===== config.mk =====
export PLATFORM = sky130hd
export DESIGN_NAME = regFile
export DESIGN_NICKNAME = d
export VERILOG_FILES = /design/src/rvPkg.sv /design/src/regFile.sv
export SDC_FILE = /design/constraint.sdc
export NUM_CORES = 1
export LEC_CHECK = 0
export ABC_CLOCK_PERIOD_IN_PS = 7600
export BUFFER_PORTS_ARGS = -buffer_cell sky130_fd_sc_hd__buf_2
export CAP_MARGIN = 20
export CORE_ASPECT_RATIO = 0.75
export CORE_MARGIN = 2
export CORE_UTILIZATION = 23
export CTS_CLUSTER_DIAMETER = 100
export CTS_CLUSTER_SIZE = 24
export DETAILED_ROUTE_END_ITERATION = 7
export GPL_TIMING_DRIVEN = 1
export PLACE_DENSITY = 0.41
export SETUP_SLACK_MARGIN = 0.2
export SLEW_MARGIN = 10
export SYNTH_ARGS = -nofsm -noshare
export SYNTH_HDL_FRONTEND = slang
export SYNTH_SLANG_ARGS = --single-unit

===== constraint.sdc =====
create_clock -name clk -period 7.6 [get_ports clk]
set_input_delay 0.76 -clock clk [delete_from_list [all_inputs] [get_ports clk]]
set_output_delay 0.76 -clock clk [all_outputs]
set_load 0.02 [all_outputs]

===== src/rvPkg.sv =====
package rvPkg;

   // Datapath and memory sizes
   localparam int XLEN       = 32;
   localparam int PC_W       = 12;
   localparam int REG_AW     = 5;
   localparam int NUM_REGS   = 32;
   localparam int IMEM_DEPTH = 1024;
   localparam int DMEM_DEPTH = 1024;

   localparam logic [PC_W-1:0] PC_STEP = 4;

   // Major opcodes of the supported subset
   localparam logic [6:0] OP_REG    = 7'b0110011;
   localparam logic [6:0] OP_IMM    = 7'b0010011;
   localparam logic [6:0] OP_LUI    = 7'b0110111;
   localparam logic [6:0] OP_AUIPC  = 7'b0010111;
   localparam logic [6:0] OP_BRANCH = 7'b1100011;
   localparam logic [6:0] OP_JAL    = 7'b1101111;
   localparam logic [6:0] OP_JALR   = 7'b1100111;
   localparam logic [6:0] OP_LOAD   = 7'b0000011;
   localparam logic [6:0] OP_STORE  = 7'b0100011;

   // funct3 for ALU ops, branches and word access
   localparam logic [2:0] F3_ADD  = 3'b000;
   localparam logic [2:0] F3_SLT  = 3'b010;
   localparam logic [2:0] F3_XOR  = 3'b100;
   localparam logic [2:0] F3_OR   = 3'b110;
   localparam logic [2:0] F3_AND  = 3'b111;
   localparam logic [2:0] F3_BEQ  = 3'b000;
   localparam logic [2:0] F3_BNE  = 3'b001;
   localparam logic [2:0] F3_BLT  = 3'b100;
   localparam logic [2:0] F3_BGE  = 3'b101;
   localparam logic [2:0] F3_WORD = 3'b010;

   typedef enum logic [3:0] {
      ALU_ADD, ALU_SUB, ALU_AND, ALU_OR, ALU_XOR, ALU_SLT, ALU_PASSB
   } aluOpT;

   // Which value writeback puts into rd
   typedef enum logic [1:0] {
      DEST_NONE, DEST_ALU, DEST_MEM, DEST_LINK
   } destT;

   // Decoder output inside execute
   typedef struct packed {
      aluOpT aluOp;
      destT  dest;
      logic  useImm;
      logic  usePc;
      logic  isBranch;
      logic  isJal;
      logic  isJalr;
      logic  isLoad;
      logic  isStore;
   } ctrlT;

   localparam ctrlT CTRL_NOP = '{aluOp: ALU_ADD, dest: DEST_NONE, default: 1'b0};

   typedef struct packed {
      logic              valid;
      destT              dest;
      logic [REG_AW-1:0] rd;
      logic [XLEN-1:0]   aluOut;
      logic [XLEN-1:0]   link;
   } exResultT;

endpackage


===== src/regFile.sv =====
module regFile (
   input  logic                     clk,
   input  logic [rvPkg::REG_AW-1:0] ra1,
   input  logic [rvPkg::REG_AW-1:0] ra2,
   output logic [rvPkg::XLEN-1:0]   rd1,
   output logic [rvPkg::XLEN-1:0]   rd2,
   input  logic                     we,
   input  logic [rvPkg::REG_AW-1:0] wa,
   input  logic [rvPkg::XLEN-1:0]   wd
);

   logic [rvPkg::XLEN-1:0] regs [rvPkg::NUM_REGS];

   always_ff @(posedge clk)
   begin
      if (we && wa != '0)
      begin
         regs[wa] <= wd;
      end
   end

   // x0 always reads zero
   assign rd1 = (ra1 == '0) ? '0 : regs[ra1];
   assign rd2 = (ra2 == '0) ? '0 : regs[ra2];

endmodule


=== After elaboration in Yosys (flattened, before gate mapping) ===
Memories as Yosys holds them, arrays and structs flattened.
Cells that the tools add are included.

* Memory bits (writable): 1024
* Input port bits: 49
* Word-level logic and storage cells: 9
* Register bits: 0
* Output and inout bits: 64
* Memories kept: 1

* Reduce and logical (&&, ||, !) cells: 4
* Muxes and demuxes: 4

{| class="wikitable"
|+ Memory list
! name !! words !! bits a word !! read ports !! clocked after Yosys merged registers in !! wr ports !! RTL line !! text
|-
| regs || 32 || 32 || 2 || 0 || 1 || regFile.sv:12 || <nowiki>logic [rvPkg::XLEN-1:0] regs [rvPkg::NUM_REGS];</nowiki>
|}

{| class="wikitable"
|+ Operators with widths
! kind !! number
|-
| $mux W32 || 2
|-
| $logic_not A5 Y1 || 2
|-
| $reduce_bool A5 Y1 || 1
|-
| $mux W1 || 2
|-
| $logic_and A1 B1 Y1 || 1
|}

=== Logic depth before layout (Yosys ltp) ===
* Word-level depth: 4
* Mapped depth: 8
* Mapped depth without buffers: 4

=== Least setup slack after synthesis ===
OpenSTA, ideal clock, no wires.

* Path type: input to output
* Start point: input port ra1[0] (netlist bit)
* End point: output port rd1[11] (netlist bit)
* Path buffers: 4
* Arrival time: 2.424 ns
* Stages: 7
* Required time: 6.840 ns
* Setup slack: 4.416 ns
* Cell sequence: buf_2 inv_1 buf_2 buf_2 clkbuf_1 o2111ai_1 a311oi_1

* Word-level cells in the longest chain between the ends: 2
* Elaborated cells on any way between the ends: 3
* Those cells by class: 1 x mux; 1 x reduce/logical; 1 x memory

{| class="wikitable"
|+ RTL lines
! item !! RTL line !! text
|-
| start: declaration || regFile.sv:3 || <nowiki>input logic [rvPkg::REG_AW-1:0] ra1,</nowiki>
|-
| $mem_v2 Z32 W32 or $logic_not A5 Y1 (tied branches) || -- ||
|-
| $mux W32 * || regFile.sv:23 || <nowiki>assign rd1 = (ra1 == '0) ? '0 : regs[ra1];</nowiki>
|-
| end: declaration || regFile.sv:5 || <nowiki>output logic [rvPkg::XLEN-1:0] rd1,</nowiki>
|}

Every way passes the cells marked *; elsewhere a longest branch is shown, timed or not.

=== Final worst setup path ===
* Start point: input port ra1[3] (netlist bit)
* End point: output port rd1[25] (netlist bit)

Same word-level chain as after synthesis.

==> results.sh <==
export IMPL_synthArstFlopShare_pct=0
export IMPL_cts_buffer_depth=3
export IMPL_netlist_area_mm2=0.04793
export IMPL_wire_per_inst_um=33.80
export IMPL_coreArea_mm2=0.2077
export IMPL_cts_tree="done"
export IMPL_cts_root_buffer_cell="clkbuf_16"
export IMPL_max_vdd_ir_drop_v=0.0001357
export IMPL_critical_path_max_stage_delay_ns=1.00
export IMPL_die_y_um=399.3
export IMPL_die_area_mm2=0.2121
export IMPL_fin_crit_sh_pct=67.19
export IMPL_path_cells="buf_2 > buf_4 > nand2b_2 > buf_4 > a211oi_1 > a311oi_1 > buf_2"
export IMPL_placement_rows=145
export IMPL_grt_setup_unrepaired="false"
export IMPL_synth_edf_count=1024
export IMPL_critPathRequiredTime_ns=6.84
export IMPL_hold_path_class="in -> reg"
export IMPL_largest_reg_flops=1024
export IMPL_cap_violations=0
export IMPL_finalSetupViolations=0
export IMPL_gp_congestion=0.7450
export IMPL_yosysWarnings=0
export IMPL_tightestPinTransition_ns=1.175
export IMPL_numClockSinks=1024
export IMPL_port_buffers=112
export IMPL_finalNetCount=2673
export IMPL_die_x_um=531.1
export IMPL_cp_start_kind="input pin"
export IMPL_synth_top_area_share_pct=64.16
export IMPL_ys_types=38
export IMPL_crit_start="ra1[3]"
export IMPL_ys_flop_type="edfxtp_1"
export IMPL_hp_start="wd[10]"
export IMPL_crit_slowest_cell="a311oi_1"
export IMPL_postRouteWirelength_um=183500
export IMPL_post_cts_buffers=0
export IMPL_grt_overflow_total=0
export IMPL_fmax_mhz=195.8
export IMPL_htreeDepth=2
export IMPL_drv_slew=0
export IMPL_syn_inst=2564
export IMPL_placed_cells=5366
export IMPL_final_cells=5430
export IMPL_vias=27720
export IMPL_yosys_area_top_type="edfxtp_1"
export IMPL_place_hpwl_um=98750
export IMPL_viasPerCell=5.104
export IMPL_cp_arrival_ns=4.35
export IMPL_cts_repair_resized=0
export IMPL_drtIter0Drc=3570
export IMPL_yosysMostFrequentCell="edfxtp_1"
export IMPL_grt_max_degree=98
export IMPL_synth_common_cells="edfxtp_1 (1024), mux2i_1 (320), mux4_2 (298)"
export IMPL_cts_buffers=49
export IMPL_grt_usage_pct=17.01
export IMPL_final_setup_tns_ns=0
export IMPL_regMostFlops="regs"
export IMPL_grt_first_pass_wirelength_um=246600
export IMPL_period_minus_slack_ns=5.106
export IMPL_p_leak_nw=16.53
export IMPL_drive_gt1_share_pct=25.97
export IMPL_p_per_area_mw_per_mm2=199.6
export IMPL_antenna_found_initial=22
export IMPL_ys_seq_area_share_pct=64.16
export IMPL_dr_pass1_iters=5
export IMPL_initial_core_util_pct=23.07
export IMPL_synth_avg_cell_area_um2=18.69
export IMPL_postCtsHoldBufs=0
export IMPL_ios=113
export IMPL_crit_type="in -> out"
export IMPL_critPathMaxFanout=20
export IMPL_fillCellCount=20820
export IMPL_grt_pass1_vias=27840
export IMPL_reg_top3="regs x1024"
export IMPL_synth_seq_cells=1024
export IMPL_drtAntennaViolNets=0
export IMPL_status="finished, final reports clean"
export IMPL_endpoint_kind="output port"
export IMPL_slew_headroom_pct=21.17
export IMPL_hold_viol=0
export IMPL_drc=0
export IMPL_synthTopCellsByArea="edfxtp_1 (64%), mux4_2 (14%), mux2i_1 (6.7%)"
export IMPL_clk_pin_slew_ns=0.10
export IMPL_area_growth_pct=11.41
[through the flow]
| step | total power [mW] | setup WS, ns | instance area, um2 | util (%) | hold slack, ns |
|---|---|---|---|---|---|
| floorplan | 7.143 | 4.416 | 48050 | - | 0.8589 |
| CTS | 10.76 | 2.477 | 53380 | 25.70 | 0.5062 |
| detailed placement | 7.676 | 2.467 | 52030 | 25.05 | 1.274 |
| finish | 10.66 | 2.494 | 53400 | 25.70 | 0.5594 |
| global placement | 7.684 | 2.448 | 52030 | 25.05 | 1.291 |
| global route | 10.98 | 2.559 | 53390 | 25.70 | 0.5580 |
[cells by family after synthesis]
| logic type | synth area share [%] |
|---|---|
| other cells | 0.007824 |
| simple gates | 2.167 |
| compound gates | 6.085 |
| mux | 25.15 |
| buf+inv | 2.436 |
| flops | 64.16 |
[final cells by class]
type | instances | area (um2) | area share [%]
clock buffer | 51 | 1276 | 2.390
clock inverter | 6 | 75.07 | 0.1406
timing repair buffer | 194 | 1334 | 2.498
inverter | 2 | 10.01 | 0.01875
sequential | 1024 | 30750 | 57.59
tap | 2793 | 3495 | 6.545
multi-input combinational | 1353 | 16440 | 30.79
antenna | 7 | 17.52 | 0.03281
[metal layers]
metal	GRT usage [%]	vias up	wire (um)
li1	-	11080	-
met1	24.22	15260	81940
met2	27.01	1192	84600
met3	2.456	186	11970
met4	4.528	4	5007
met5	0	-	27
[worst max-delay path, delay by kind of cell]
family / cells / cell delay (ns)
buffers and inverters: 4 / 1.75
AND/OR/NAND/NOR: 1 / 0.56
AO/OA/AOI/OAI: 2 / 1.19
[report_power, final]
| part | internal [mW] | switching, mW | total, mW |
|---|---|---|---|
| Clock | 1.25 | 1.88 | 3.12 |
| Sequential | 6.29 | 0.0357 | 6.33 |
| Combinational | 0.422 | 0.786 | 1.21 |
| Total | 7.96 | 2.70 | 10.7 |
[cell usage in the layout, fill, tap and decap left out, types with 2 or more instances in the layout]
master     instances
buf_2            104
a22oi_1           64
o21ai_1            4
clkbuf_16         51
a211oi_1          64
mux2_2            64
nor2b_4            5
conb_1            32
a221oi_2          19
edfxtp_1        1024
nand2_1           83
a221oi_1          36
nand3b_1           6
buf_12             8
o221ai_1          64
mux4_1            54
mux4_2           298
buf_4             76
diode_2            7
nand4_1           32
nand3_1            2
nor2b_1           32
mux2i_1          320
a21oi_1           32
o21ai_0           51
a311oi_1          32
and2_2             2
nor2_4            34
buf_6              2
or3b_2             3
nor2_1             3
o2111ai_1          9
buf_8              4
[path summary, 6_finish.rpt]
kind                     end  slack [ns]  cells past startpoint
max                  rd1[25]        2.49                      7
min   regs[12][10]$_DFFE_PP_        0.56                      1
(Power assumes the default switching activity.)
