<file path="config.mk">
export PLATFORM = sky130hd
export DESIGN_NAME = executeUnit_flat
export DESIGN_NICKNAME = d
export VERILOG_FILES = /design/src/rvPkg.sv /design/src/fetchIf.sv /design/src/executeUnit.sv /design/src/flat_wrapper.sv
export SDC_FILE = /design/constraint.sdc
export NUM_CORES = 1
export LEC_CHECK = 0
export ABC_AREA = 1
export BUFFER_PORTS_ARGS = -buffer_cell sky130_fd_sc_hd__buf_2
export CORE_ASPECT_RATIO = 1.2
export CORE_MARGIN = 1
export CORE_UTILIZATION = 55
export DETAILED_ROUTE_END_ITERATION = 12
export PLACE_DENSITY = 0.84
export SYNTH_ARGS = -nofsm -noshare
export SYNTH_HDL_FRONTEND = slang
export SYNTH_SLANG_ARGS = --single-unit
</file>
<file path="constraint.sdc">
create_clock -name vclk -period 8.4
set_input_delay 1.68 -clock vclk [all_inputs]
set_output_delay 1.68 -clock vclk [all_outputs]
set_load 0.02 [all_outputs]
</file>
<file path="src/rvPkg.sv">
package rvPkg;

   // Datapath and memory sizes
   localparam int XLEN       = 32;
   localparam int PC_W       = 12;
   localparam int REG_AW     = 5;
   localparam int NUM_REGS   = 32;
   localparam int IMEM_DEPTH = 1024;
   localparam int DMEM_DEPTH = 1024;

   localparam logic [PC_W-1:0] PC_STEP = 4;

   // Major opcodes of the supported subset
   localparam logic [6:0] OP_REG    = 7'b0110011;
   localparam logic [6:0] OP_IMM    = 7'b0010011;
   localparam logic [6:0] OP_LUI    = 7'b0110111;
   localparam logic [6:0] OP_AUIPC  = 7'b0010111;
   localparam logic [6:0] OP_BRANCH = 7'b1100011;
   localparam logic [6:0] OP_JAL    = 7'b1101111;
   localparam logic [6:0] OP_JALR   = 7'b1100111;
   localparam logic [6:0] OP_LOAD   = 7'b0000011;
   localparam logic [6:0] OP_STORE  = 7'b0100011;

   // funct3 for ALU ops, branches and word access
   localparam logic [2:0] F3_ADD  = 3'b000;
   localparam logic [2:0] F3_SLT  = 3'b010;
   localparam logic [2:0] F3_XOR  = 3'b100;
   localparam logic [2:0] F3_OR   = 3'b110;
   localparam logic [2:0] F3_AND  = 3'b111;
   localparam logic [2:0] F3_BEQ  = 3'b000;
   localparam logic [2:0] F3_BNE  = 3'b001;
   localparam logic [2:0] F3_BLT  = 3'b100;
   localparam logic [2:0] F3_BGE  = 3'b101;
   localparam logic [2:0] F3_WORD = 3'b010;

   typedef enum logic [3:0] {
      ALU_ADD, ALU_SUB, ALU_AND, ALU_OR, ALU_XOR, ALU_SLT, ALU_PASSB
   } aluOpT;

   // Which value writeback puts into rd
   typedef enum logic [1:0] {
      DEST_NONE, DEST_ALU, DEST_MEM, DEST_LINK
   } destT;

   // Decoder output inside execute
   typedef struct packed {
      aluOpT aluOp;
      destT  dest;
      logic  useImm;
      logic  usePc;
      logic  isBranch;
      logic  isJal;
      logic  isJalr;
      logic  isLoad;
      logic  isStore;
   } ctrlT;

   localparam ctrlT CTRL_NOP = '{aluOp: ALU_ADD, dest: DEST_NONE, default: 1'b0};

   typedef struct packed {
      logic              valid;
      destT              dest;
      logic [REG_AW-1:0] rd;
      logic [XLEN-1:0]   aluOut;
      logic [XLEN-1:0]   link;
   } exResultT;

endpackage

</file>
<file path="src/fetchIf.sv">
interface fetchIf;

   logic                   valid;
   logic [rvPkg::PC_W-1:0] pc;
   logic [rvPkg::XLEN-1:0] instr;

   // Taken branch or jump resolved in execute
   logic                   redirect;
   logic [rvPkg::PC_W-1:0] redirectPc;

   modport fetch (
      output valid, pc, instr,
      input  redirect, redirectPc
   );

   modport execute (
      input  valid, pc, instr,
      output redirect, redirectPc
   );

endinterface

</file>
<file path="src/executeUnit.sv">
module executeUnit (
   fetchIf.execute                  fi,
   output logic [rvPkg::REG_AW-1:0] ra1,
   output logic [rvPkg::REG_AW-1:0] ra2,
   input  logic [rvPkg::XLEN-1:0]   rd1,
   input  logic [rvPkg::XLEN-1:0]   rd2,
   input  logic                     wbEn,
   input  logic [rvPkg::REG_AW-1:0] wbAddr,
   input  logic [rvPkg::XLEN-1:0]   wbData,
   output rvPkg::exResultT          exResult,
   output logic [rvPkg::PC_W-1:0]   dmemAddr,
   output logic                     dmemWe,
   output logic                     dmemRe,
   output logic [rvPkg::XLEN-1:0]   dmemWdata
);

   logic [rvPkg::XLEN-1:0] instr;
   logic [2:0]             funct3;
   logic [rvPkg::XLEN-1:0] immI, immS, immB, immU, immJ, imm;
   rvPkg::ctrlT            ctrl;
   logic [rvPkg::XLEN-1:0] src1, src2, opA, opB, aluOut;
   logic                   taken;
   logic [rvPkg::PC_W-1:0] target;

   assign instr  = fi.instr;
   assign funct3 = instr[14:12];
   assign ra1    = instr[19:15];
   assign ra2    = instr[24:20];

   assign immI = {{20{instr[31]}}, instr[31:20]};
   assign immS = {{20{instr[31]}}, instr[31:25], instr[11:7]};
   assign immB = {{19{instr[31]}}, instr[31], instr[7], instr[30:25], instr[11:8], 1'b0};
   assign immU = {instr[31:12], 12'b0};
   assign immJ = {{11{instr[31]}}, instr[31], instr[19:12], instr[20], instr[30:21], 1'b0};

   // Decode; anything unrecognised stays a no-op
   always_comb
   begin
      ctrl = rvPkg::CTRL_NOP;
      imm  = immI;
      case (instr[6:0])
         rvPkg::OP_REG:
         begin
            ctrl.dest = rvPkg::DEST_ALU;
            case (funct3)
               rvPkg::F3_ADD: ctrl.aluOp = instr[30] ? rvPkg::ALU_SUB : rvPkg::ALU_ADD;
               rvPkg::F3_SLT: ctrl.aluOp = rvPkg::ALU_SLT;
               rvPkg::F3_XOR: ctrl.aluOp = rvPkg::ALU_XOR;
               rvPkg::F3_OR:  ctrl.aluOp = rvPkg::ALU_OR;
               rvPkg::F3_AND: ctrl.aluOp = rvPkg::ALU_AND;
               default:       ctrl.dest  = rvPkg::DEST_NONE;
            endcase
         end
         rvPkg::OP_IMM:
         begin
            ctrl.dest   = rvPkg::DEST_ALU;
            ctrl.useImm = 1'b1;
            case (funct3)
               rvPkg::F3_ADD: ctrl.aluOp = rvPkg::ALU_ADD;
               rvPkg::F3_XOR: ctrl.aluOp = rvPkg::ALU_XOR;
               rvPkg::F3_OR:  ctrl.aluOp = rvPkg::ALU_OR;
               rvPkg::F3_AND: ctrl.aluOp = rvPkg::ALU_AND;
               default:       ctrl.dest  = rvPkg::DEST_NONE;
            endcase
         end
         rvPkg::OP_LUI, rvPkg::OP_AUIPC:
         begin
            ctrl.dest   = rvPkg::DEST_ALU;
            ctrl.useImm = 1'b1;
            imm         = immU;
            // AUIPC adds to pc, LUI just passes the immediate
            ctrl.usePc  = (instr[6:0] == rvPkg::OP_AUIPC);
            ctrl.aluOp  = ctrl.usePc ? rvPkg::ALU_ADD : rvPkg::ALU_PASSB;
         end
         rvPkg::OP_BRANCH: ctrl.isBranch = 1'b1;
         rvPkg::OP_JAL:
         begin
            ctrl.dest  = rvPkg::DEST_LINK;
            ctrl.isJal = 1'b1;
         end
         rvPkg::OP_JALR:
         begin
            ctrl.dest   = rvPkg::DEST_LINK;
            ctrl.isJalr = 1'b1;
            ctrl.useImm = 1'b1;
         end
         rvPkg::OP_LOAD:
         begin
            if (funct3 == rvPkg::F3_WORD)
            begin
               ctrl.dest   = rvPkg::DEST_MEM;
               ctrl.isLoad = 1'b1;
               ctrl.useImm = 1'b1;
            end
         end
         rvPkg::OP_STORE:
         begin
            ctrl.isStore = (funct3 == rvPkg::F3_WORD);
            ctrl.useImm  = 1'b1;
            imm          = immS;
         end
         default: ctrl = rvPkg::CTRL_NOP;
      endcase
   end

   // Bypass from writeback covers every hazard, load-use included
   assign src1 = (wbEn && wbAddr == ra1 && wbAddr != '0) ? wbData : rd1;
   assign src2 = (wbEn && wbAddr == ra2 && wbAddr != '0) ? wbData : rd2;

   assign opA = ctrl.usePc ? {{(rvPkg::XLEN-rvPkg::PC_W){1'b0}}, fi.pc} : src1;
   assign opB = ctrl.useImm ? imm : src2;

   always_comb
   begin
      case (ctrl.aluOp)
         rvPkg::ALU_SUB:   aluOut = opA - opB;
         rvPkg::ALU_AND:   aluOut = opA & opB;
         rvPkg::ALU_OR:    aluOut = opA | opB;
         rvPkg::ALU_XOR:   aluOut = opA ^ opB;
         rvPkg::ALU_SLT:   aluOut = {31'b0, $signed(opA) < $signed(opB)};
         rvPkg::ALU_PASSB: aluOut = opB;
         default:          aluOut = opA + opB;
      endcase
   end

   always_comb
   begin
      case (funct3)
         rvPkg::F3_BEQ: taken = (src1 == src2);
         rvPkg::F3_BNE: taken = (src1 != src2);
         rvPkg::F3_BLT: taken = ($signed(src1) < $signed(src2));
         rvPkg::F3_BGE: taken = ($signed(src1) >= $signed(src2));
         default:       taken = 1'b0;
      endcase
      if (ctrl.isJalr)
      begin
         target = {aluOut[rvPkg::PC_W-1:1], 1'b0};
      end
      else if (ctrl.isJal)
      begin
         target = fi.pc + immJ[rvPkg::PC_W-1:0];
      end
      else
      begin
         target = fi.pc + immB[rvPkg::PC_W-1:0];
      end
   end

   assign fi.redirect   = fi.valid && ((ctrl.isBranch && taken) || ctrl.isJal || ctrl.isJalr);
   assign fi.redirectPc = target;

   assign exResult.valid  = fi.valid;
   assign exResult.dest   = ctrl.dest;
   assign exResult.rd     = instr[11:7];
   assign exResult.aluOut = aluOut;
   assign exResult.link   = {{(rvPkg::XLEN-rvPkg::PC_W){1'b0}}, fi.pc + rvPkg::PC_STEP};

   // Word access, byte address from the ALU
   assign dmemAddr  = aluOut[rvPkg::PC_W-1:0];
   assign dmemWe    = fi.valid && ctrl.isStore;
   assign dmemRe    = fi.valid && ctrl.isLoad;
   assign dmemWdata = src2;

endmodule

</file>
<file path="src/flat_wrapper.sv">
// flat-port wrapper written by rule: the top's interface ports become plain ports
module executeUnit_flat 
  (ra1, ra2, rd1, rd2, wbEn, wbAddr, wbData, exResult, dmemAddr, dmemWe, dmemRe, dmemWdata, fi_valid, fi_pc, fi_instr, fi_redirect, fi_redirectPc);
  fetchIf fi_i ();
  output logic [rvPkg::REG_AW-1:0] ra1;
  output logic [rvPkg::REG_AW-1:0] ra2;
  input  logic [rvPkg::XLEN-1:0] rd1;
  input  logic [rvPkg::XLEN-1:0] rd2;
  input  logic wbEn;
  input  logic [rvPkg::REG_AW-1:0] wbAddr;
  input  logic [rvPkg::XLEN-1:0] wbData;
  output rvPkg::exResultT exResult;
  output logic [rvPkg::PC_W-1:0] dmemAddr;
  output logic dmemWe;
  output logic dmemRe;
  output logic [rvPkg::XLEN-1:0] dmemWdata;
  input wire logic [$bits(fi_i.valid)-1:0] fi_valid;
  input wire logic [$bits(fi_i.pc)-1:0] fi_pc;
  input wire logic [$bits(fi_i.instr)-1:0] fi_instr;
  output wire logic [$bits(fi_i.redirect)-1:0] fi_redirect;
  output wire logic [$bits(fi_i.redirectPc)-1:0] fi_redirectPc;
  assign fi_i.valid = fi_valid;
  assign fi_i.pc = fi_pc;
  assign fi_i.instr = fi_instr;
  assign fi_redirect = fi_i.redirect;
  assign fi_redirectPc = fi_i.redirectPc;
  executeUnit u_core (.fi(fi_i), .ra1(ra1), .ra2(ra2), .rd1(rd1), .rd2(rd2), .wbEn(wbEn), .wbAddr(wbAddr), .wbData(wbData), .exResult(exResult), .dmemAddr(dmemAddr), .dmemWe(dmemWe), .dmemRe(dmemRe), .dmemWdata(dmemWdata));
endmodule
</file>
## Yosys cells after proc, flatten, opt, wreduce, memory -nomap -nowiden

Index checks and enable logic that the tools add are counted.

| word-level totals | value |
|---|---|
| bits in registers | 0 |
| bits in latches | 0 |
| RAM bits | 0 |
| bits in read-only memories | 0 |
| input bits | 147 |
| output and inout bits | 141 |
| word-level logic and storage cells | 79 |
| memories kept | 0 |

| cells by class | value |
|---|---|
| add/subtract/negate cells | 5 |
| $mul | 0 |
| div/mod/pow operators | 0 |
| magnitude comparators | 3 |
| equal/unequal tests | 25 |
| shifts and indexed selects | 0 |
| mux-type cells | 26 |
| bitwise operators | 3 |
| reduce and logical (&&, ||, !) cells | 17 |

Operator list:

| operator | count |
|---|---|
| 32-bit one-hot mux with 6 select lines | 1 |
| 32-bit 2-to-1 mux | 4 |
| 32-bit < comparator | 2 |
| 31-bit one-hot mux with 2 select lines | 1 |
| 32-bit adder | 1 |
| 32-bit bitwise AND | 1 |
| 32-bit equality test | 1 |
| 32-bit >= comparator | 1 |
| 32-bit inequality test | 1 |
| 32-bit bitwise OR | 1 |
| 32-bit subtractor | 1 |
| 32-bit bitwise XOR | 1 |
| 12-bit adder | 2 |
| 12-bit 2-to-1 mux | 2 |
| 7-bit by 6-bit equality test with 1-bit output, second input constant | 3 |
| 7-bit equality test, second input constant | 3 |
| 4-bit one-hot mux with 5 select lines | 1 |
| 7-bit by 5-bit equality test with 1-bit output, second input constant | 2 |
| 12-bit by 3-bit adder with 12-bit output, second input constant | 1 |
| 3-bit equality test, second input constant | 4 |
| 4-bit by 3-bit equality test with 1-bit output, second input constant | 3 |
| 4-bit one-hot mux with 3 select lines | 1 |
| 5-bit equality test | 2 |
| 1-bit 2-to-1 mux | 10 |
| other kinds (17) | 29 |

## Longest topological paths before layout

Gate-level depths: netlist of run 1.

| logic depth | value |
|---|---|
| depth after elaboration | 10 |
| gate-level depth with buffers | 33 |

## Worst setup path before layout of run 1

OpenSTA, ideal clock, no wires.

| timing | value |
|---|---|
| path kind | in2out |
| start | input fi_instr[22] |
| end | output exResult[32] (netlist bit) |
| data arrival time | 5.573 ns |
| required time | 6.720 ns |
| setup slack | 1.147 ns |
| cell stages on the path | 26 |
| path buffers | 2 |
| path through | inv_1 -> nand2_1 -> nand2_1 -> nand3_1 -> nor2_1 -> nand2_2 -> buf_2 -> o21ai_0 -> or2_0 -> nand2_1 -> inv_1 -> ha_1 -> inv_1 -> fa_1 -> nand3_1 -> nand2_1 -> a21oi_2 -> o21ai_2 -> a21boi_2 -> o21ai_1 -> nand3_1 -> nand2_1 -> nand2_1 -> nand4_1 -> a22oi_1 -> buf_4 |

| between the ends | value |
|---|---|
| word-level cells in the longest chain between the ends | 7 |
| elaborated cells between the ends (all ways) | 13 |
| classes of those cells | add/sub: 2; order compare: 1; eq/ne: 1; mux: 4; bitwise: 3; reduce/logical: 2 |

Ends and longest elaborated chain:

| item | RTL line | source |
|---|---|---|
| from (decl) | flat_wrapper.sv:19 | `input wire logic [$bits(fi_i.instr)-1:0] fi_instr;` |
| 5-bit equality test (*) | executeUnit.sv:108 | `assign src2 = (wbEn && wbAddr == ra2 && wbAddr != '0) ? wbData : rd2;` |
| 1-bit logical AND (*) (2 in series) | executeUnit.sv:108 |  |
| 32-bit 2-to-1 mux (*) | executeUnit.sv:108 |  |
| net dmemWdata (one bit) | flat_wrapper.sv:16 | `output logic [rvPkg::XLEN-1:0] dmemWdata;` |
| 32-bit 2-to-1 mux (*) | executeUnit.sv:111 | `assign opB = ctrl.useImm ? imm : src2;` |
| 32-bit adder, or another cell as far along | executeUnit.sv:122 | `default: aluOut = opA + opB;` |
| 32-bit one-hot mux with 6 select lines (*) | executeUnit.sv:115 | `case (ctrl.aluOp)` |
| to (decl) | flat_wrapper.sv:12 | `output rvPkg::exResultT exResult;` |

The timed path passes the listed nets; every way through them passes the cells marked *.

==> summary.txt, run 1 <==
Setup path
  • Critical path capture point type: output port
  • Max stage delay cell, worst path: o21ai_0
  • Startpoint types: primary input
  • CP arrival: 6350 ps
  • Setup crit start: fi_instr[22]
  • Critical Path Stages: 28
  • CP delay by family, top: compound AO/OA/AOI/OAI gates
  • Worst EP required: approximately 6700 ps
  • Crit Path Max Fanout: 23
  • CP Buf/Inv Count: 7
  • WS Path Type: in2out
  • Crit-path most repeated cell: nand2_1
  • Max stage delay on crit path: ~590 ps

Clocking
  • Resize count post-CTS: 0
  • # hold bufs at CTS: 0
  • Post-CTS setup buffer count: 0

Routing
  • Number of DRC markers in iteration 0: 1390
  • # DRC: 0
  • Post-DR wirelength/cell: ~18 um
  • Via/cell ratio: around 5.9
  • Post-route ant nets: 0
  • Vias: roughly 12000
  • Initial DRT Pass Iterations: 6
  • Final wirelength: 37000 um

Timing
  • Min setup slack post-route: ~370 ps
  • Worst Tran Pin Value: about 1100 ps
  • Hold Fails Final Rpt: 0
  • Period utilization: 0.956
  • Rel. slew slack: 0.233
  • Final hold slack: between 3000 and 4000 ps
  • Final count of negative-setup-slack endpoints: 0
  • Max Slew Vio Count: 0
  • Setup TNS: 0 ps
  • Tmin final: between 8000 and 9000 ps
  • Fmax achieved: between 0.1 and 0.15 GHz
  • Unrepaired setup endpoints after global routing: false

GRT
  • Overflow after GRT: 0
  • Initial antenna violation count: 0
  • Total GRT Usage: 0.419
  • First-pass GRT wire length: about 56000 um
  • Largest net degree at the start of global routing: 37
  • Vias in the first global route: roughly 11000

Hold path
  • Hold Crit Class: in2out
  • Hold path startpoint: fi_instr[21]
  • Hold depth: 2
  • Min-Delay Endpoint: ra2[1]

Floorplan
  • Starting Density: 0.570
  • Die ar.: approximately 0.017 mm^2
  • Core Rows: 50
  • Die X-Extent: approximately 120 um
  • Num ports: 288
  • DIE HEIGHT: roughly 140 um
  • Core area: 0.0158 mm^2

Final layout
  • Ant diodes: 0
  • Seq_cells: 0
  • Post-Layout Cell Count: a little over 2000
  • Design area: 0.0102 mm^2
  • Fraction of layout cells with a size suffix above 1: 0.196
  • Fillcell total: around 1600
  • Multi-input gate area: 0.00732 mm^2
  • Area grow syn2layout: 13.3%
  • Clk_buf instances: 0
  • Final core area utilization: 0.646
  • Final #Nets: between 2000 and 2500
  • Register Area: 0 um^2

Synthesis
  • Post-synth cell types: between 60 and 70
  • Sequential area share after synthesis: 0
  • Count leader, synth: nand2_1
  • Post-Syn Area: about 0.009 mm^2
  • Syn Inst Count: between 1500 and 2000
  • Main area contributors after synthesis: ha_1, nand2_1, inv_1
  • Synth area leader: ha_1
  • Yosys warning total: 0
  • Post-synth top area share: 0.191
  • Commonest cells post-synth: nand2_1, inv_1, ha_1
  • Syn avg cell area: 5.56 um^2

Run status
  • Run status: complete, no violations

Placement
  • Port buffer count: 268
  • Placed Cells: 2029
  • Pre-CTS setup slack: around 600 ps
  • Hpwl dp: about 31000 um
  • Dpl cell area: between 0.01 and 0.015 mm^2
  • GPL Wtd Cong: around 1.1

Power and ir drop
  • IR drop worst, VDD: 0.0663 mV
  • Leakage: 6.10 nW
  • Pwr Density: between 80 and 90 mW/mm^2
  • Total power: 0.919 mW

Run
  • Max Cap Viol: 0
cell families after synthesis:
group                    after synthesis  synth area share
AO/OA/AOI/OAI                        437             0.286
XOR/XNOR                              43            0.0417
adder cells (fa/ha/maj)              141             0.198
buffers and inverters                414             0.196
multiplexers                           2           0.00250
other                                  1          0.000416
AND/OR/NAND/NOR                      584             0.275
per-layer routing:
metal / vias up / wire length, um / GRT usage
met4: 0 / 1210 / 0.111
met1: 5462 / 15300 / 0.565
met2: 777 / 16600 / 0.705
met5: - / 0 / 0
li1: 5652 / - / -
met3: 93 / 3880 / 0.0433
power by group:
part / internal (mW) / leakage (nW) / switching [mW]
Sequential: 0 / 0 / 0
Clock: 0 / 0 / 0
Combinational: 0.296 / 6.10 / 0.624
Total: 0.296 / 6.10 / 0.624
layout make-up:
class | count | area share
inverter | 306 | 0.113
multi-input combinational | 1227 | 0.716
tap | 208 | 0.0254
timing repair buffer | 288 | 0.146
placed cells by master, fill, tap and decap left out, types with 3 or more instances in the layout:
master	synthesis	layout
inv_1	284	284
a21o_1	3	3
a31oi_1	6	6
a21oi_1	137	137
nand3_1	50	50
conb_1	1	20
a221oi_1	13	13
o211ai_1	3	3
buf_4	52	20
nand2_2	5	5
or2_2	4	4
xnor2_1	7	7
fa_1	3	3
a211oi_1	5	5
o22ai_1	28	28
o21ai_2	3	3
o21ai_1	47	47
a21boi_2	4	4
o2111ai_1	7	7
a21boi_1	6	6
nor2_4	3	3
o31ai_1	5	5
inv_2	20	20
nand4_1	11	11
o221ai_1	14	14
buf_2	17	268
ha_1	138	138
o21ai_0	130	130
a21boi_0	3	3
nor2_2	6	7
xor2_1	36	36
nor3_1	20	20
nor2_1	121	120
a21oi_2	5	5
nand2_1	343	343
o21a_1	3	3
worst max path at each step:
stage / end
after detailed placement: exResult[55]
after global routing: exResult[59]
final: exResult[55]
after CTS: exResult[55]
after global placement: dmemAddr[0]
after floorplan: exResult[32]
Note: power is estimated with default switching activity, not from simulation.
==> inputs of run 2 (changes only) <==
--- a/config.mk
+++ b/config.mk
@@ -9,9 +9,9 @@
 export BUFFER_PORTS_ARGS = -buffer_cell sky130_fd_sc_hd__buf_2
 export CORE_ASPECT_RATIO = 1.2
 export CORE_MARGIN = 1
-export CORE_UTILIZATION = 55
+export CORE_UTILIZATION = 45
 export DETAILED_ROUTE_END_ITERATION = 12
-export PLACE_DENSITY = 0.84
+export PLACE_DENSITY = 0.71
 export SYNTH_ARGS = -nofsm -noshare
 export SYNTH_HDL_FRONTEND = slang
 export SYNTH_SLANG_ARGS = --single-unit
==> run 2 against run 1 <==
Via count decreased by 4.0%. Combinational power decreased by 0.9%. Sequential share of layout area unchanged. Wire length decreased by 1.6%. Cell area increased by 0.94%. Cell count increased by 2.8%. Non-clock buffer count increased by 4. Clock-buffer cell count unchanged. Die area increased by 22%. Maximum frequency increased by 0.34%. Critical path type unchanged.
==> summary.txt, run 2 (synthesis results as in run 1) <==
Timing
  • Final count of negative-setup-slack endpoints: 0
  • Hold Fails Final Rpt: 0
  • Max Slew Vio Count: 0
  • Fmax achieved: 0.125 GHz
  • Final hold slack: 3610 ps
  • Period utilization: 0.953
  • Worst Tran Pin Value: 1160 ps
  • Unrepaired setup endpoints after global routing: false
  • Setup TNS: 0 ps
  • Tmin final: around 8000 ps
  • Rel. slew slack: 0.228

Final layout
  • Most frequent cells in the layout: nand2_1, inv_1, buf_2, ha_1, a21oi_1
  • Fraction of layout cells with a size suffix above 1: 0.198
  • Final #Nets: roughly 2100
  • Seq_cells: 0
  • Fillcell total: about 2200
  • Clk_buf instances: 0
  • Post-Layout Cell Count: roughly 2100
  • Ant diodes: 0
  • Area grow syn2layout: 14.4%
  • Register Area: 0 um^2
  • Commonest non-fill, non-tap cell in the layout: nand2_1

Power and ir drop
  • Pint: slightly below 0.3 mW
  • Clock share of power: 0
  • IR drop worst, VDD: approximately 0.061 mV
  • Part of the power in registers: 0
  • Logic pwr share: 1.000
  • Total power: 0.911 mW
  • Sw frac: 0.673
  • Leakage: about 6.1 nW
  • Pwr Density: around 88 mW/mm^2
  • P_sw: slightly above 0.6 mW

Setup path
  • Critical path capture point type: output port
  • Crit path cell chain: buf_2 -> inv_1 -> nor2_2 -> nand2_4 -> nor2_4 -> inv_4 -> buf_4 -> a21oi_2 -> buf_4 -> o21ai_1 -> nand2_1 -> inv_1 -> ha_1 -> inv_1 -> a21oi_1 -> a21boi_0 -> o21ai_0 -> a221oi_1 -> nand2_1 -> nand2_1 -> nand4_1 -> a22oi_1 -> buf_2
  • Startpoint types: primary input
  • CP delay by family, top: compound AO/OA/AOI/OAI gates
  • Crit Path Max Fanout: 22
  • CP Buf/Inv Count: 8
  • CP arrival: 6330 ps
  • WS Path Type: in2out
  • Worst EP required: 6720 ps
  • Max stage delay cell, worst path: ha_1
  • Max stage delay on crit path: ~540 ps

Routing
  • Number of DRC markers in iteration 0: slightly below 1000
  • # DRC: 0
  • Vias: approximately 12000
  • Post-DR wirelength/cell: ~17 um
  • Post-route ant nets: 0
  • Via/cell ratio: 5.52
  • Final wirelength: around 36000 um
  • Initial DRT Pass Iterations: 5

Run
  • Max Cap Viol: 0

GRT
  • Total GRT Usage: 0.338
  • Overflow after GRT: 0
  • First-pass GRT wire length: 55500 um
  • Vias in the first global route: around 10000
  • Initial antenna violation count: 0
  • Largest net degree at the start of global routing: 41

Floorplan
  • Die ar.: a little over 0.02 mm^2
  • Starting Density: 0.460
  • Die X-Extent: 131 um
  • DIE HEIGHT: between 150 and 200 um
  • Core area: around 0.02 mm^2
  • Core Rows: 56
  • Num ports: 288

Hold path
  • Hold Crit Class: in2out
  • Min-Delay Endpoint: ra1[2]
  • Hold depth: 2
  • Hold path startpoint: fi_instr[17]

Run status
  • Run status: complete, no violations

Placement
  • GPL Wtd Cong: 1.02
  • Placed Cells: 2086
  • Hpwl dp: roughly 31000 um
  • Port buffer count: around 270

Clocking
  • # hold bufs at CTS: 0
  • Post-CTS setup buffer count: 0
  • Resize count post-CTS: 0
==> run 2: cell types whose count changed in the layout (fill, tap and decap cells not counted), sizes merged <==
| cell | delta |
|---|---|
| buf | +4 |
==> run 2: worst max path at each step <==
stage / cells after the start / startpoint / slack [ps] / endpoint
CTS: 23 / fi_instr[2] / 490 / dmemAddr[0]
finish: 23 / fi_instr[2] / 390 / exResult[32]
global route: 31 / fi_instr[22] / 60 / exResult[58]
floorplan: 26 / fi_instr[22] / 1150 / exResult[32]
global placement: 23 / fi_instr[2] / 470 / dmemAddr[0]
detailed placement: 23 / fi_instr[2] / 520 / dmemAddr[0]
==> run 2: per-stage QoR <==
step	setup WS (ps)	util	area [um^2]
floorplan	1150	-	9090
global placement	474	0.526	10300
detailed placement	517	0.526	10300
CTS	487	0.526	10300
global route	55.5	0.526	10300
finish	392	0.526	10300
==> run 2: metal layers <==
layer  routed length [um]  global-route usage  up-vias
li1                     -                   -     5645
met1                15600               0.442     5223
met2                17000               0.598      572
met3                 2740              0.0245       65
met4                 1030              0.0858        0
met5                    0                   0        -
==> run 2: area by class of cell <==
| type | count | area, um^2 | share of cell area |
|---|---|---|---|
| Inverter | 306 | 1150 | 0.112 |
| Multi-Input combinational cell | 1227 | 7320 | 0.709 |
| Tap cell | 261 | 327 | 0.0316 |
| Timing Repair Buffer | 292 | 1520 | 0.147 |
==> run 2: power by group through the flow <==
| stage | logic [mW] | registers (mW) | clock network, mW |
|---|---|---|---|
| after floorplan | 0.635 | 0 | 0 |
| after detailed placement | 0.891 | 0 | 0 |
| final | 0.911 | 0 | 0 |
| after global routing | 0.992 | 0 | 0 |
| after global placement | 0.889 | 0 | 0 |
| after CTS | 0.895 | 0 | 0 |
